$ cat config.mk
export PLATFORM = sky130hd
export DESIGN_NAME = write_buffer
export DESIGN_NICKNAME = d
export VERILOG_FILES = /design/src/design/cache_pkg.sv /design/src/design/write_buffer.sv
export SDC_FILE = /design/constraint.sdc
export NUM_CORES = 1
export LEC_CHECK = 0
export BUFFER_PORTS_ARGS = -buffer_cell sky130_fd_sc_hd__buf_4
export CELL_PAD_IN_SITES_DETAIL_PLACEMENT = 0
export CELL_PAD_IN_SITES_GLOBAL_PLACEMENT = 1
export CORE_UTILIZATION = 32
export CTS_CLUSTER_SIZE = 8
export DETAILED_ROUTE_END_ITERATION = 7
export PLACE_DENSITY = 0.83
export SYNTH_ARGS = -nofsm -noshare
export SYNTH_HDL_FRONTEND = slang
export SYNTH_SLANG_ARGS = --single-unit
$ cat constraint.sdc
create_clock -name clk -period 0.8 [get_ports clk]
set_input_delay 0.12 -clock clk [delete_from_list [all_inputs] [get_ports clk]]
set_output_delay 0.12 -clock clk [all_outputs]
set_load 0.02 [all_outputs]
$ cat src/design/cache_pkg.sv
`default_nettype none

package cache_pkg;

    typedef logic [19:0]  tag_t;
    typedef logic [7:0]   index_t;
    typedef logic [3:0]   offset_t;
    typedef logic [1:0]   bank_sel_t;   // offset[3:2]
    typedef logic [31:0]  word_t;
    typedef logic [3:0]   strb_t;
    typedef logic [127:0] line_t;       // word 0 in the low bits
    typedef logic [31:0]  addr_t;
    typedef logic [15:0]  bank_strb_t;  // four byte lanes per bank

    localparam logic OP_READ  = 1'b0;
    localparam logic OP_WRITE = 1'b1;

    localparam int NUM_SETS  = 256;
    localparam int NUM_BANKS = 4;

    localparam logic [2:0] LFSR_SEED = 3'b111;

    typedef struct packed {
        logic    op;
        tag_t    tag;
        index_t  index;
        offset_t offset;
        strb_t   wstrb;
        word_t   wdata;
    } cpu_req_t;

    typedef struct packed {
        logic  valid;
        logic  last;    // fourth beat of the line
        word_t data;
    } mem_ret_t;

    typedef struct packed {
        addr_t addr;
        line_t data;
    } wr_line_t;

    // one store hit waiting for its bank write
    typedef struct packed {
        logic      way;
        bank_sel_t bank;
        index_t    index;
        strb_t     strb;
        word_t     data;
    } wbuf_entry_t;

    typedef enum logic [4:0] {
        IDLE    = 5'b00001,
        LOOKUP  = 5'b00010,
        MISS    = 5'b00100,
        REPLACE = 5'b01000,
        REFILL  = 5'b10000
    } cache_state_e;

    typedef enum logic [1:0] {
        WB_IDLE  = 2'b01,
        WB_WRITE = 2'b10
    } wbuf_state_e;

endpackage

`default_nettype wire

$ cat src/design/write_buffer.sv
`timescale 1ns/1ps
`default_nettype none

module write_buffer (
    input  wire                         clk,
    input  wire                         reset,
    input  wire                         load,
    input  wire cache_pkg::wbuf_entry_t entry_in,
    output logic                        busy,
    output cache_pkg::wbuf_entry_t      entry
);
    import cache_pkg::*;

    wbuf_state_e state;

    // a load while writing keeps the buffer in WB_WRITE
    always_ff @(posedge clk) begin
        if (reset) begin
            state <= WB_IDLE;
        end else begin
            state <= load ? WB_WRITE : WB_IDLE;
        end
    end

    always_ff @(posedge clk) begin
        if (load) begin
            entry <= entry_in;
        end
    end

    assign busy = (state == WB_WRITE);  // bank write happens in this cycle

endmodule

`default_nettype wire

==> summary.txt <==
Max-cap viol count = 0
CTS clk-pin slew, worst paths = 0.08 ns
Slew headroom = 92.5%
Setup ws final = -0.190 ns
Post-route cell area = 3110 um2
Failing checks = negative setup slack
IO Pins = 98
Mapped Nets = 102
Die Span X = 69.8 um
Core Area = 4380 um2
Die height = 69.8 um
Initial antenna violation count = 0
Final setup fails = 48
CP Buf/Inv Count = 1
Hold Path Sink = state[0]
RSZ-0062 raised after global routing = true
Number of global-route vias before repair = 1,167
DP Worst Slack = 0.0670 ns
Dpl cells = 205
Cell Rows = 24
WL/cell = 13.2 um
Post-route ant nets = 0
Num Clock Sinks = 49
Final Hold Vio Count = 0
Initial Util = 33.5%
Layout fillers = 293
Fin crit share = 124%
Setup bufs post-CTS = 0
Most frequent cells in the layout = 52 x buf_4, 48 x dlygate4sd3_1, 47 x edfxtp_1, 47 x buf_6, 5 x clkbuf_8
Critical path startpoint category = register
Worst-path cell chain = nor2b_1 > buf_4
Final non-filler cell total = 261
Commonest non-fill, non-tap cell in the layout = buf_4
Finished Core Util = 70.9%
Nets = 258
Ys Warns = 0
Slew @ Worst Pin = 0.113 ns
Hold Crit Depth = 3
Synthesized area = 1470 um2
Detailed Routing Iterations Pass 1 = 4
Vias = 1,048
Largest delay share family, worst path = flip-flops
Synth Instances = 52
Dpl hpwl = 2350 um
Mean number of vias per cell = 4.02
WS Path Type = reg -> out
Max incr delay on CP = 0.32 ns
PD cells = 2000 nW/um2
H-Tree Depth = 2
Final slew viol count = 0
Initial DRC count = 94
Die area = 4870 um2
Hold path start = load
Slowest CP cell = dfxtp_2
# DRC = 0
Ant. Diodes = 0
Total CTS buffers = 5
RePlAce Congestion = 0.683
Syn_area_per_cell = 28.3 um2
Top fanout value on the critical path = 1
Fmax = 1.01 GHz
First-pass GRT wire length = 5520 um
Gr usage total = 15.3%
Critical Path RT = 0.68 ns
Clk buf depth = 2
Seq cells post-synth = 49
Status = finished with violations
Worst-case vdd ir drop = 1.42 mV
Placement Cell Area = 2320 um2
Syn-to-layout area delta = 112%
Largest net degree at the start of global routing = 22
IO buf count = 97
Min-delay worst type = in -> reg
Register area share after synthesis = 98.7%
Distinct cells, synth = 4
Min Tclk post-route = 0.990 ns
Routed WL = 3450 um
Global route total overflow = 0
Crit path arrival time = 0.87 ns
Lkg Pwr = 1.31 nW
Share of layout cells above drive strength 1 = 52.6%
Worst setup EP type = output pin
Setup TNS Final = -7.04 ns
Clock root cell = clkbuf_8
CTS tree = built
-- state kept, by name (all words and copies together), names as in the netlist --
name,count
state,2
entry,47
-- logic make-up after synthesis --
kind of cell	count (synthesis)	synth area share [%]
flops	49	98.7
simple gates	3	1.28
-- worst max path at each step --
stage / startpoint / slack [ns] / cells after the start / endpoint
floorplan: state[1] / 0.07 / 1 / busy
global placement: load / 0.08 / 2 / entry[0]
detailed placement: load / 0.07 / 2 / entry[17]
CTS: state[1] / -0.22 / 2 / busy
global route: state[1] / -0.24 / 2 / busy
finish: state[1] / -0.19 / 2 / busy
-- through the flow --
stage,hold slack [ns],power (mW)
4_1_cts,0.000333,6.29
6_report,0.197,6.23
3_5_place_dp,0.287,3.95
2_1_floorplan,0.192,3.40
3_3_place_gp,0.287,3.93
5_1_grt,0.213,6.49
-- cell type report --
cell class	instances	area [um2]	area share, %
clock buffers	5	68.8	2.21
clock inverters	3	65.1	2.09
multi-input cells	3	18.8	0.603
flip-flops and latches	49	1450	46.7
well taps	52	65.1	2.09
repair buffers	149	1440	46.3
-- synthesized netlist by cell type --
cell       n  area (um2)
dfxtp_1    2        40.0
edfxtp_1  47        1410
nand2b_1   1        6.26
nor2b_1    2        12.5
-- tightest hold or removal path, cell delays in order --
cell      delay, ns
buf_4          0.13
buf_4          0.14
nand2b_1       0.05
-- routing by layer --
| metal | track usage [%] | part of all wire (%) |
|---|---|---|
| met1 | 16.3 | 35 |
| met4 | 4.89 | 1.1 |
| met2 | 27.2 | 56 |
| met3 | 6.25 | 8.2 |
| met5 | 0 | 0 |
-- what timing repair did --
action,in CTS,in global routing
hold buffers,47,1
endpoints found under the hold margin,47,1
endpoints found under the setup margin,48,48
resized for setup,46,2
-- report_power, final --
part	switching [mW]	leakage, nW	internal, mW	total [mW]
Combinational	0.436	0.760	0.667	1.10
Clock	0.764	0.0681	1.24	2.00
Sequential	0.0896	0.477	3.03	3.12
Total	1.29	1.31	4.94	6.23
Note: power is estimated with default switching activity, not from simulation.
